## src/rtl/coreSettings.svh

```systemverilog
`ifndef CORE_SETTINGS_SVH
`define CORE_SETTINGS_SVH

// datapath width of the integer subset
`define XLEN 32

// station entries waiting for operands
`define RS_DEPTH 4

// reorder buffer entries, a power of two so the tag pointers wrap on their own
`define ROB_DEPTH 8

// must equal log2 of ROB_DEPTH
`define TAG_W 3

`endif

```

## src/rtl/isaPkg.sv

```systemverilog
`default_nettype none

package isaPkg;

    // operations handled by the execute unit, decoded upstream
    typedef enum logic [4:0] {
        opLui,
        opAuipc,
        opJal,
        opJalr,
        opBeq, opBne, opBlt, opBge, opBltu, opBgeu,
        opAddi, opSlti, opSltiu, opXori, opOri, opAndi,
        opSlli, opSrli, opSrai,
        opAdd, opSub, opSll, opSlt, opSltu,
        opXor, opSrl, opSra, opOr, opAnd
    } opCode;

    // outcome of a branch or jump, reported to the commit side
    typedef enum logic {
        noJump   = 1'b0,
        takeJump = 1'b1
    } jumpFlag;

endpackage

`default_nettype wire

```

## src/rtl/tomasuloPkg.sv

```systemverilog
`default_nettype none

`include "coreSettings.svh"

package tomasuloPkg;

    typedef logic [`XLEN-1:0] dataWord;
    typedef logic [`XLEN-1:0] addrWord;
    typedef logic [`XLEN-1:0] immWord;

    // reorder buffer index, also the name of the producing instruction
    typedef logic [`TAG_W-1:0] robTag;

    // shared by the issue and commit four-phase handshakes
    typedef enum logic [1:0] {
        idle,
        acked,
        waitDrop
    } hsState;

endpackage

`default_nettype wire

```

## src/rtl/cdbIf.sv

```systemverilog
`default_nettype none

interface cdbIf
    import isaPkg::*, tomasuloPkg::*;
();
    logic    valid;
    robTag   tag;
    dataWord value;
    jumpFlag jump;
    addrWord target;

    modport producer (output valid, tag, value, jump, target);

    // the station only needs valid, tag and value, the buffer takes everything
    modport consumer (input valid, tag, value, jump, target);

endinterface

`default_nettype wire

```

## src/rtl/dispatchIf.sv

```systemverilog
`default_nettype none

interface dispatchIf
    import isaPkg::*, tomasuloPkg::*;
();
    logic    valid;
    opCode   op;
    addrWord pc;
    immWord  imm;
    robTag   tag;
    dataWord operand1;
    dataWord operand2;

    // both operands are resolved by the time valid is high
    modport source (output valid, op, pc, imm, tag, operand1, operand2);

    modport sink (input valid, op, pc, imm, tag, operand1, operand2);

endinterface

`default_nettype wire

```

## src/rtl/reservationStation.sv

```systemverilog
`default_nettype none

`include "coreSettings.svh"

module reservationStation
    import isaPkg::*, tomasuloPkg::*;
(
    input  logic      clk,
    input  logic      rst,
    input  logic      insert,
    input  opCode     insOp,
    input  addrWord   insPc,
    input  immWord    insImm,
    input  robTag     insTag,
    input  logic      src1Ready,
    input  logic      src2Ready,
    input  robTag     src1Tag,
    input  robTag     src2Tag,
    input  dataWord   src1Value,
    input  dataWord   src2Value,
    input  logic      lookupDone1,
    input  logic      lookupDone2,
    input  dataWord   lookupValue1,
    input  dataWord   lookupValue2,
    output logic      hasSpace,
    cdbIf.consumer    cdb,
    dispatchIf.source dispatch
);

    localparam int IdxW = $clog2(`RS_DEPTH);

    // slot index, also used as age (number of older live entries)
    typedef logic [IdxW-1:0] rsIndex;

    logic [`RS_DEPTH-1:0] entValid;
    logic [`RS_DEPTH-1:0] entRdy1;
    logic [`RS_DEPTH-1:0] entRdy2;
    opCode   entOp  [`RS_DEPTH];
    addrWord entPc  [`RS_DEPTH];
    immWord  entImm [`RS_DEPTH];
    robTag   entTag [`RS_DEPTH];
    robTag   entQ1  [`RS_DEPTH];
    robTag   entQ2  [`RS_DEPTH];
    dataWord entV1  [`RS_DEPTH];
    dataWord entV2  [`RS_DEPTH];
    rsIndex  entAge [`RS_DEPTH];

    rsIndex  freeIdx;
    rsIndex  selIdx;
    rsIndex  newAge;
    logic    selFound;
    logic    ins1Rdy;
    logic    ins2Rdy;
    dataWord ins1Val;
    dataWord ins2Val;

    assign hasSpace = ~&entValid;

    always_comb begin
        freeIdx = '0;
        for (int i = `RS_DEPTH - 1; i >= 0; i--) begin
            if (!entValid[i]) begin
                freeIdx = rsIndex'(i);
            end
        end
    end

    // oldest ready entry has the smallest age
    always_comb begin
        selFound = 1'b0;
        selIdx   = '0;
        for (int i = 0; i < `RS_DEPTH; i++) begin
            if (entValid[i] && entRdy1[i] && entRdy2[i] &&
                (!selFound || entAge[i] < entAge[selIdx])) begin
                selFound = 1'b1;
                selIdx   = rsIndex'(i);
            end
        end
    end

    // a new entry is younger than everything still live after this cycle
    assign newAge = rsIndex'($countones(entValid) - int'(selFound));

    assign ins1Rdy = src1Ready || lookupDone1 || (cdb.valid && cdb.tag == src1Tag);
    assign ins2Rdy = src2Ready || lookupDone2 || (cdb.valid && cdb.tag == src2Tag);
    assign ins1Val = src1Ready ? src1Value : (lookupDone1 ? lookupValue1 : cdb.value);
    assign ins2Val = src2Ready ? src2Value : (lookupDone2 ? lookupValue2 : cdb.value);

    always_ff @(posedge clk) begin
        if (rst) begin
            entValid <= '0;
        end else begin
            for (int i = 0; i < `RS_DEPTH; i++) begin
                if (entValid[i] && !entRdy1[i] && cdb.valid && cdb.tag == entQ1[i]) begin
                    entRdy1[i] <= 1'b1;
                    entV1[i]   <= cdb.value;
                end
                if (entValid[i] && !entRdy2[i] && cdb.valid && cdb.tag == entQ2[i]) begin
                    entRdy2[i] <= 1'b1;
                    entV2[i]   <= cdb.value;
                end
                if (selFound && entValid[i] && entAge[i] > entAge[selIdx]) begin
                    entAge[i] <= entAge[i] - 1'b1;
                end
            end
            if (selFound) begin
                entValid[selIdx] <= 1'b0;
            end
            if (insert) begin
                entValid[freeIdx] <= 1'b1;
                entOp[freeIdx]    <= insOp;
                entPc[freeIdx]    <= insPc;
                entImm[freeIdx]   <= insImm;
                entTag[freeIdx]   <= insTag;
                entRdy1[freeIdx]  <= ins1Rdy;
                entRdy2[freeIdx]  <= ins2Rdy;
                entQ1[freeIdx]    <= src1Tag;
                entQ2[freeIdx]    <= src2Tag;
                entV1[freeIdx]    <= ins1Val;
                entV2[freeIdx]    <= ins2Val;
                entAge[freeIdx]   <= newAge;
            end
        end
    end

    assign dispatch.valid    = selFound;
    assign dispatch.op       = entOp[selIdx];
    assign dispatch.pc       = entPc[selIdx];
    assign dispatch.imm      = entImm[selIdx];
    assign dispatch.tag      = entTag[selIdx];
    assign dispatch.operand1 = entV1[selIdx];
    assign dispatch.operand2 = entV2[selIdx];

    // the issue control must never push into a full station
    insertWithSpace: assert property (@(posedge clk) disable iff (rst) insert |-> hasSpace);

endmodule

`default_nettype wire

```

## src/rtl/executeUnit.sv

```systemverilog
`default_nettype none

module executeUnit
    import isaPkg::*, tomasuloPkg::*;
(
    input  logic   clk,
    input  logic   rst,
    dispatchIf.sink dispatch,
    cdbIf.producer cdb
);

    dataWord opA;
    dataWord opB;
    immWord  imm;
    addrWord pc;
    dataWord result;
    jumpFlag jump;
    addrWord target;
    logic    taken;

    assign opA = dispatch.operand1;
    assign opB = dispatch.operand2;
    assign imm = dispatch.imm;
    assign pc  = dispatch.pc;

    always_comb begin
        case (dispatch.op)
            opBeq:   taken = opA == opB;
            opBne:   taken = opA != opB;
            opBlt:   taken = $signed(opA) < $signed(opB);
            opBge:   taken = $signed(opA) >= $signed(opB);
            opBltu:  taken = opA < opB;
            opBgeu:  taken = opA >= opB;
            default: taken = 1'b0;
        endcase
    end

    always_comb begin
        result = '0;
        jump   = noJump;
        target = '0;
        case (dispatch.op)
            opLui:   result = imm;
            opAuipc: result = pc + imm;
            opJal: begin
                result = pc + addrWord'(4);
                jump   = takeJump;
                target = pc + imm;
            end
            opJalr: begin
                result = pc + addrWord'(4);
                jump   = takeJump;
                target = (opA + imm) & ~addrWord'(1);
            end
            // branches leave a zero result whether taken or not
            opBeq, opBne, opBlt, opBge, opBltu, opBgeu: begin
                if (taken) begin
                    jump   = takeJump;
                    target = pc + imm;
                end
            end
            opAddi:  result = opA + imm;
            opSlti:  result = dataWord'($signed(opA) < $signed(imm));
            opSltiu: result = dataWord'(opA < imm);
            opXori:  result = opA ^ imm;
            opOri:   result = opA | imm;
            opAndi:  result = opA & imm;
            opSlli:  result = opA << imm[4:0];
            opSrli:  result = opA >> imm[4:0];
            opSrai:  result = $signed(opA) >>> imm[4:0];
            opAdd:   result = opA + opB;
            opSub:   result = opA - opB;
            opSll:   result = opA << opB[4:0];
            opSlt:   result = dataWord'($signed(opA) < $signed(opB));
            opSltu:  result = dataWord'(opA < opB);
            opXor:   result = opA ^ opB;
            opSrl:   result = opA >> opB[4:0];
            opSra:   result = $signed(opA) >>> opB[4:0];
            opOr:    result = opA | opB;
            opAnd:   result = opA & opB;
            default: result = '0;
        endcase
    end

    // single producer on the bus, so it is never stalled
    always_ff @(posedge clk) begin
        if (rst) begin
            cdb.valid <= 1'b0;
        end else begin
            cdb.valid <= dispatch.valid;
        end
    end

    always_ff @(posedge clk) begin
        if (dispatch.valid) begin
            cdb.tag    <= dispatch.tag;
            cdb.value  <= result;
            cdb.jump   <= jump;
            cdb.target <= target;
        end
    end

    // every broadcast answers exactly one dispatch from the station
    cdbFollowsDispatch: assert property (
        @(posedge clk) disable iff (rst) cdb.valid |-> $past(dispatch.valid)
    );

endmodule

`default_nettype wire

```

## src/rtl/reorderBuffer.sv

```systemverilog
`default_nettype none

`include "coreSettings.svh"

module reorderBuffer
    import isaPkg::*, tomasuloPkg::*;
(
    input  logic    clk,
    input  logic    rst,
    input  logic    alloc,
    output robTag   allocTag,
    output logic    notFull,
    input  robTag   lookupTag1,
    input  robTag   lookupTag2,
    output logic    lookupDone1,
    output logic    lookupDone2,
    output dataWord lookupValue1,
    output dataWord lookupValue2,
    cdbIf.consumer  cdb,
    output logic    commitReq,
    input  logic    commitAck,
    output robTag   commitTag,
    output dataWord commitValue,
    output jumpFlag commitJump,
    output addrWord commitTarget
);

    localparam int CountW = `TAG_W + 1;

    logic [`ROB_DEPTH-1:0] entValid;
    logic [`ROB_DEPTH-1:0] entDone;
    dataWord entValue  [`ROB_DEPTH];
    jumpFlag entJump   [`ROB_DEPTH];
    addrWord entTarget [`ROB_DEPTH];

    robTag             head;
    robTag             tail;
    logic [CountW-1:0] count;
    hsState            commitState;
    logic              commitFire;

    assign allocTag = tail;
    assign notFull  = count != CountW'(`ROB_DEPTH);

    // a producer that is done but not yet committed forwards its value on insert
    assign lookupDone1  = entValid[lookupTag1] && entDone[lookupTag1];
    assign lookupDone2  = entValid[lookupTag2] && entDone[lookupTag2];
    assign lookupValue1 = entValue[lookupTag1];
    assign lookupValue2 = entValue[lookupTag2];

    assign commitReq    = commitState == idle && entValid[head] && entDone[head];
    assign commitFire   = commitReq && commitAck;
    assign commitTag    = head;
    assign commitValue  = entValue[head];
    assign commitJump   = entJump[head];
    assign commitTarget = entTarget[head];

    always_ff @(posedge clk) begin
        if (rst) begin
            head        <= '0;
            tail        <= '0;
            count       <= '0;
            entValid    <= '0;
            entDone     <= '0;
            commitState <= idle;
        end else begin
            if (alloc) begin
                entValid[tail] <= 1'b1;
                entDone[tail]  <= 1'b0;
                tail           <= tail + 1'b1;
            end
            if (cdb.valid) begin
                entDone[cdb.tag] <= 1'b1;
            end
            if (commitFire) begin
                entValid[head] <= 1'b0;
                head           <= head + 1'b1;
            end
            count <= count + CountW'(alloc) - CountW'(commitFire);
            case (commitState)
                idle:     if (commitFire) commitState <= waitDrop;
                waitDrop: if (!commitAck) commitState <= idle;
                default:  commitState <= idle;
            endcase
        end
    end

    always_ff @(posedge clk) begin
        if (cdb.valid) begin
            entValue[cdb.tag]  <= cdb.value;
            entJump[cdb.tag]   <= cdb.jump;
            entTarget[cdb.tag] <= cdb.target;
        end
    end

    allocWhenNotFull: assert property (@(posedge clk) disable iff (rst) alloc |-> notFull);

    // results only land in slots that are reserved and still waiting
    cdbToPendingEntry: assert property (
        @(posedge clk) disable iff (rst)
        cdb.valid |-> entValid[cdb.tag] && !entDone[cdb.tag]
    );

endmodule

`default_nettype wire

```

## src/rtl/tomasuloCore.sv

```systemverilog
`default_nettype none

module tomasuloCore
    import isaPkg::*, tomasuloPkg::*;
(
    input  logic    clk,
    input  logic    rst,
    input  logic    issueReq,
    input  opCode   issueOp,
    input  addrWord issuePc,
    input  immWord  issueImm,
    input  logic    src1Ready,
    input  robTag   src1Tag,
    input  dataWord src1Value,
    input  logic    src2Ready,
    input  robTag   src2Tag,
    input  dataWord src2Value,
    output logic    issueAck,
    output robTag   issueTag,
    output logic    commitReq,
    output robTag   commitTag,
    output dataWord commitValue,
    output jumpFlag commitJump,
    output addrWord commitTarget,
    input  logic    commitAck
);

    cdbIf      cdbBus ();
    dispatchIf dispatchBus ();

    hsState  issueState;
    logic    insert;
    logic    hasSpace;
    logic    notFull;
    robTag   allocTag;
    logic    lookupDone1;
    logic    lookupDone2;
    dataWord lookupValue1;
    dataWord lookupValue2;

    // the write into station and buffer happens on the edge that raises issueAck
    assign insert   = issueState == idle && issueReq && hasSpace && notFull;
    assign issueAck = issueState == acked;

    always_ff @(posedge clk) begin
        if (rst) begin
            issueState <= idle;
        end else begin
            case (issueState)
                idle:    if (insert) issueState <= acked;
                acked:   if (!issueReq) issueState <= idle;
                default: issueState <= idle;
            endcase
        end
    end

    always_ff @(posedge clk) begin
        if (insert) begin
            issueTag <= allocTag;
        end
    end

    reservationStation rs (
        .clk, .rst, .insert,
        .insOp(issueOp), .insPc(issuePc), .insImm(issueImm), .insTag(allocTag),
        .src1Ready, .src2Ready, .src1Tag, .src2Tag, .src1Value, .src2Value,
        .lookupDone1, .lookupDone2, .lookupValue1, .lookupValue2,
        .hasSpace, .cdb(cdbBus.consumer), .dispatch(dispatchBus.source)
    );

    executeUnit exu (
        .clk, .rst, .dispatch(dispatchBus.sink), .cdb(cdbBus.producer)
    );

    reorderBuffer rob (
        .clk, .rst, .alloc(insert), .allocTag, .notFull,
        .lookupTag1(src1Tag), .lookupTag2(src2Tag),
        .lookupDone1, .lookupDone2, .lookupValue1, .lookupValue2,
        .cdb(cdbBus.consumer),
        .commitReq, .commitAck, .commitTag, .commitValue, .commitJump, .commitTarget
    );

endmodule

`default_nettype wire

```

## config.mk

```make
export PLATFORM = sky130hd
export DESIGN_NAME = tomasuloCore
export DESIGN_NICKNAME = d
export VERILOG_FILES = /design/src/rtl/isaPkg.sv /design/src/rtl/tomasuloPkg.sv /design/src/rtl/cdbIf.sv /design/src/rtl/dispatchIf.sv /design/src/rtl/reservationStation.sv /design/src/rtl/executeUnit.sv /design/src/rtl/reorderBuffer.sv /design/src/rtl/tomasuloCore.sv
export VERILOG_INCLUDE_DIRS = /design/src /design/src/rtl
export SDC_FILE = /design/constraint.sdc
export NUM_CORES = 2
export LEC_CHECK = 0
export ABC_AREA = 0
export CAP_MARGIN = 40
export CORE_UTILIZATION = 47
export CTS_BUF_LIST = sky130_fd_sc_hd__clkbuf_8
export DETAILED_ROUTE_END_ITERATION = 16
export DONT_BUFFER_PORTS = 1
export PLACE_DENSITY = 0.64
export SYNTH_ARGS = -nofsm -noshare
export SYNTH_HDL_FRONTEND = slang
export SYNTH_SLANG_ARGS = --single-unit
export TNS_END_PERCENT = 20
```

## constraint.sdc

```tcl
create_clock -name clk -period 25.1 [get_ports clk]
set_input_delay 2.51 -clock clk [delete_from_list [all_inputs] [get_ports clk]]
set_output_delay 2.51 -clock clk [all_outputs]
set_load 0.01 [all_outputs]
```

# Word-level counts from Yosys, hierarchy flattened

Memory sizes are Yosys's and may differ from the RTL's. A register that Yosys moved wholly into a read port is not among the register bits.
Cells that the tools add are included.

Logic and storage cells: 347
Memories: 12
Bits in writable memories: 1096
Register bits: 111
Output and inout bits: 73

Reduce and logical (&&, ||, !) cells: 85
Add/subtract/negate cells: 17
Shift operators: 6
Muxes and demuxes: 125
Bitwise gates (word level): 15
Equality and inequality tests: 47
$lt $le $gt $ge: 25

Memories:

| memory        | words | width | rd ports | clocked after Yosys merged registers in | wr ports | line                     | source |
|---|---|---|---|---|---|---|---|
| rob.entTarget | 8     | 32    | 1        | 1                                       | 1        | reorderBuffer.sv:34      | `` addrWord entTarget [`ROB_DEPTH]; `` |
| rob.entValue  | 8     | 32    | 3        | 1                                       | 1        | reorderBuffer.sv:32      | `` dataWord entValue [`ROB_DEPTH]; `` |
| rs.entImm     | 4     | 32    | 1        | 0                                       | 1        | reservationStation.sv:40 | `` immWord entImm [`RS_DEPTH]; `` |
| rs.entPc      | 4     | 32    | 1        | 0                                       | 1        | reservationStation.sv:39 | `` addrWord entPc [`RS_DEPTH]; `` |
| rs.entV1      | 4     | 32    | 1        | 0                                       | 5        | reservationStation.sv:44 | `` dataWord entV1 [`RS_DEPTH]; `` |
| rs.entV2      | 4     | 32    | 1        | 0                                       | 5        | reservationStation.sv:45 | `` dataWord entV2 [`RS_DEPTH]; `` |
| +6 memories   | --    | --    | --       | --                                      | --       | --                       |  |

Operators by type and width:

| kind                                                                 | number |
|---|---|
| 32-bit case mux with 22 select lines                                 | 1 |
| 32-bit 2-to-1 mux                                                    | 5 |
| 32-bit < comparator                                                  | 4 |
| 32-bit adder                                                         | 3 |
| 32-bit case mux with 3 select lines                                  | 1 |
| 1-bit 2-to-1 mux                                                     | 74 |
| 5-bit == test, second input constant                                 | 13 |
| 32-bit bitwise AND                                                   | 2 |
| 32-bit >= comparator                                                 | 2 |
| 32-bit bitwise OR                                                    | 2 |
| 32-bit by 5-bit left shift with 32-bit output                        | 2 |
| 32-bit by 5-bit >> shifter with 32-bit output                        | 2 |
| 32-bit by 5-bit >>> shifter with 32-bit output                       | 2 |
| 32-bit bitwise XOR                                                   | 2 |
| 1-bit logical AND                                                    | 58 |
| 8-bit 2-to-1 mux                                                     | 6 |
| 5-bit by 4-bit == test with 1-bit output, second input constant      | 8 |
| 32-bit by 3-bit adder with 32-bit output, second input constant      | 1 |
| 32-bit == test                                                       | 1 |
| 32-bit inequality test                                               | 1 |
| 32-bit subtractor                                                    | 1 |
| 3-bit == test                                                        | 10 |
| 5-bit by 3-bit == test with 1-bit output, second input constant      | 4 |
| 3-bit by 4-bit < comparator with 1-bit output, second input constant | 5 |
| 43 further kinds                                                     | 110 |

# Logic depth before layout (Yosys ltp)

An unclocked memory read counts as a cell.

Depth in word-level cells: 27
Depth in mapped cells: 59
Depth with buffers taken out: 38

# Modules after synthesis

Synthesis repeated with hierarchy kept, for this count alone.

Cell total of the unflattened synthesis: 5964
Area total of the unflattened synthesis: 70477.6 um2

Modules (own cells, without submodules):

| module             | cells each | area an instance (um2) | sequential area each (um2) | times used |
|---|---|---|---|---|
| reservationStation | 2069       | 25744.7                | 17616.9                    | 1 |
| reorderBuffer      | 1162       | 24787.5                | 16215.6                    | 1 |
| executeUnit        | 2726       | 19807.7                | 2062.0                     | 1 |
| tomasuloCore       | 7          | 137.6                  | 110.1                      | 1 |

# Worst setup path before layout

OpenSTA, ideal clock, no wires.

Kind: register to register
Start: memory rs.entAge[1][1] (netlist name)
End: register exu.cdb.value[30] (data pin)
Clock period less this slack: 11.018 ns
Path buffers: 23
Path slack: 14.082 ns
Stages on the path, launching flop included: 56
Library setup time: 0.272 ns
Arrival time: 10.746 ns
Data required time: 24.828 ns
Cells stage by stage: edfxtp_1 ha_1 a211o_1 nand2_1 buf_2 buf_2 buf_2 buf_2 buf_1 buf_1 nor2_1 a21oi_1 ha_1 nor2_1 a21oi_1 or2_2 buf_2 nand2_1 [... 20 more ...] buf_6 buf_2 buf_1 nand2_1 o211ai_1 inv_1 ha_1 or3_1 or3_1 o311a_1 o41ai_1 a21oi_1 o21bai_1 nand2b_1 a22oi_1 or3_1 a21oi_1 or4_1

RTL lines:

| what                   | line                     | source |
|---|---|---|
| start: declaration     | reservationStation.sv:46 | `` rsIndex entAge [`RS_DEPTH]; `` |
| end signal: assignment | executeUnit.sv:97        | `cdb.value <= result;` |
| end: declaration       | cdbIf.sv:12              | `modport producer (output valid, tag, value, jump, target);` |

==> results_dict.tcl <==
set metrics [dict create \
    synth-main-ff-cell "edfxtp_1" \
    path_class "flop to flop" \
    wl_per_cell_um 32.96 \
    rsz0062_at_grt "no" \
    synth-edff-count 1175 \
    setup_viol 0 \
    hold_viol_final 0 \
    crit_family "compound AO/OA/AOI/OAI gates" \
    clk_path_buf_depth 3 \
    worst-path-buf-inv 4 \
    cp_common_cell "a21oi_1" \
    max_cap_violations 0 \
    layout_commonest_cell "edfxtp_1" \
    synth_compound_area_share_pct 13.95 \
    period_share_pct 48.21 \
    grt_pass1_wl_mm 392.2 \
    globalRoute.totalOverflow 0 \
    first_pass_iters 8 \
    via_per_inst 6.713 \
    dp_slack_ns 13.26 \
    first_global_vias 53670 \
    numClockSinks 1211 \
    clock.fmax_ghz 0.08265 \
    worstPathArrival_ns 12.77 \
    skew_ns 0.05234 \
    hold_class "flop to flop" \
    cts_setup_buffers 0 \
    p_per_area_nw_per_um2 72.35 \
    synthAdderAreaFrac_pct 3.312 \
    ios 218 \
    core_um2 150100 \
    crit_start "rs.entAge[1][1]" \
    initial_utilization_pct 47.46 \
    synth-xor-area-share_pct 1.954 \
    fill_cells 13180 \
    relSlewSlack_pct 25.06 \
    reg2reg_from "rs.entAge[1][1]" \
    antenna_found_initial 17 \
    min-delay-start "rob.entDone[2]" \
    gp_congestion 1.117 \
    die_h_um 391.4 \
    yosysSeqAreaShare_pct 50.53 \
    syn-num-nets 6634 \
    endpoint_kind "flop" \
    cts_buffers 201 \
    cts_tree "yes" \
    synth_top_family_by_area "multiplexers" \
    ys_warn_count 0 \
    finalWirelength_mm 280.2 \
    critPathLaunchType "flop" \
    outcome "complete, no violations" \
    syn_avg_cell_area_um2 11.30 \
    hold_buffers 0 \
    cp.required_ns 25.77 \
    synth-seq-cells 1211 \
    fp.dieArea_um2 153200 \
    min_period_ns 12.10 \
    mostFrequentLayoutCells "edfxtp_1 (1,175), nor2_1 (978), nand2_1 (499)" \
    async_flop_share_pct 0 \
    port_buffers 0 \
    setup_tns_ns 0 \
    maxSlewViolCount 0 \
    syn2layout_area_growth_pct 9.316 \
    fp.dieW_um 391.4 \
    fin_ws_ns 13.00 \
    synthCells 6304 \
    cts.clk_slew.worst_paths_ns 0.07 \
    cts_root_buf "clkbuf_8" \
    drt_iter0_drc 8451 \
    route.detailed.drc 0 \
    hpwl_mm 194.9 \
    vias 57070 \
    slowest_stage "or2_2" \
    grt_max_degree 104 \
    worst_pin_slew_ns 1.117 \
    path_max_fanout 72 \
    ant_nets 0 \
    p_leak_nw 26.97 \
    fin_nets 6642 \
    vdd_drop_max_v 0.00004881 \
    synth_cell_types 112 \
    track_usage_pct 35.95 \
    netlist_area_um2 71250 \
    ctsResizeCount 0 \
    clk_latency_ns 0.96 \
    whs_ns 0.4957 \
    muxShareOfSynthArea_pct 14.38 \
    max_stage_delay_ns 0.66 \
    row_count 142 \
    synth_simple_gate_area_share_pct 12.27 \
    ctsHtreeMaxLevel 4 \
    drive_gt1_share_pct 15.47 \
]
## through the flow
stage          cell area, um^2  util (%)  total power (W)  std cells
2_1_floorplan            71250         -         0.003307       6304
3_3_place_gp             73590     49.02         0.003861       8084
3_5_place_dp             74000     49.29         0.003875       8120
4_1_cts                  77840     51.85         0.005569       8489
5_1_grt                  77880     51.87         0.005775       8496
6_report                 77890     51.88         0.005635       8501
## power breakdown
group	internal, W	total, W	switching [W]
logic	0.000485	0.00154	0.00106
registers	0.00232	0.00239	0.0000664
clock network	0.000859	0.00171	0.000847
## routing by layer
layer  GRT usage, %  up-vias  wire [um]
met5        0.09569        -        121
met4          17.15       16      15460
met3          11.79      796      36360
met2          52.35     3950     118900
met1          48.26    28200     109300
li1               -    24100          -
## worst reg2reg max path, delay by kind of cell (launching register included)
kind | cells | cell delay [ns]
flops | 1 | 0.47
simple gates | 12 | 3.85
fa+ha+maj | 4 | 1.33
compound gates | 13 | 4.27
buf+inv | 4 | 1.93
## state kept, by name (all words and copies together), names as in the netlist, 4 cells and up, named ones only
register	count
rs.entV1	128
rs.entRdy2	4
exu.cdb.target	32
rob.entValue	256
exu.cdb.value	32
rs.entRdy1	4
rs.entAge	8
rs.entQ1	12
rs.entImm	128
rob.entTarget	256
rs.entTag	12
rob.entValid	8
rs.entPc	128
rs.entV2	128
rob.count	4
rob.entJump	8
rs.entValid	4
rob.entDone	8
rs.entOp	20
rs.entQ2	12
## cells by family (layout without fill, tap and decap cells)
kind of cell	Yosys count	in the layout
adder cells (fa/ha/maj)	185	185
AND/OR/NAND/NOR	2007	2007
AO/OA/AOI/OAI	1485	1485
XOR/XNOR	159	159
multiplexers	653	653
flip-flops	1211	1211
buffers and inverters	604	778
other	0	7
## cell usage after synthesis (40+ instances only)
library cell / number / area [um^2]
nand4_1: 47 / 294.0
nor3_1: 103 / 515.5
buf_2: 69 / 345.3
nand2_1: 502 / 1884
mux4_2: 278 / 6261
inv_1: 170 / 638.1
clkbuf_1: 250 / 938.4
a221oi_1: 41 / 359.1
and2_1: 40 / 250.2
nand2b_1: 41 / 256.5
mux2i_1: 253 / 2532
a21oi_1: 330 / 1652
buf_1: 64 / 240.2
o211ai_1: 60 / 450.4
or3_1: 40 / 250.2
edfxtp_1: 1175 / 35280
nand3_1: 83 / 415.4
o221ai_1: 58 / 508.0
ha_1: 179 / 2240
xor2_1: 75 / 656.9
a211oi_1: 58 / 435.4
o21ai_0: 348 / 1742
nor2_1: 988 / 3709
xnor2_1: 84 / 735.7
a21o_1: 61 / 457.9
o22ai_1: 108 / 675.7
mux2_2: 113 / 1272
## path summary, 6_finish.rpt
path	endpoint	slack, ns	cells after the start
setup reg to reg	exu.cdb.value[30]	13.00	33
setup / recovery	exu.cdb.value[30]	13.00	33
hold reg to reg	rob.entDone[2]	0.50	2
hold / removal	rob.entDone[2]	0.50	2
## cell type report
| type | instances | area [um^2] | share of cell area [%] |
|---|---|---|---|
| Inverter | 183 | 699.4 | 0.8980 |
| Antenna cell | 7 | 17.52 | 0.02249 |
| Tap cell | 2016 | 2522 | 3.238 |
| Multi-Input combinational cell | 4489 | 32960 | 42.31 |
| Timing Repair Buffer | 226 | 1834 | 2.355 |
| Clock inverter | 164 | 1023 | 1.314 |
| Sequential cell | 1211 | 36020 | 46.24 |
| Clock buffer | 205 | 2821 | 3.622 |
(Power assumes the default switching activity.)
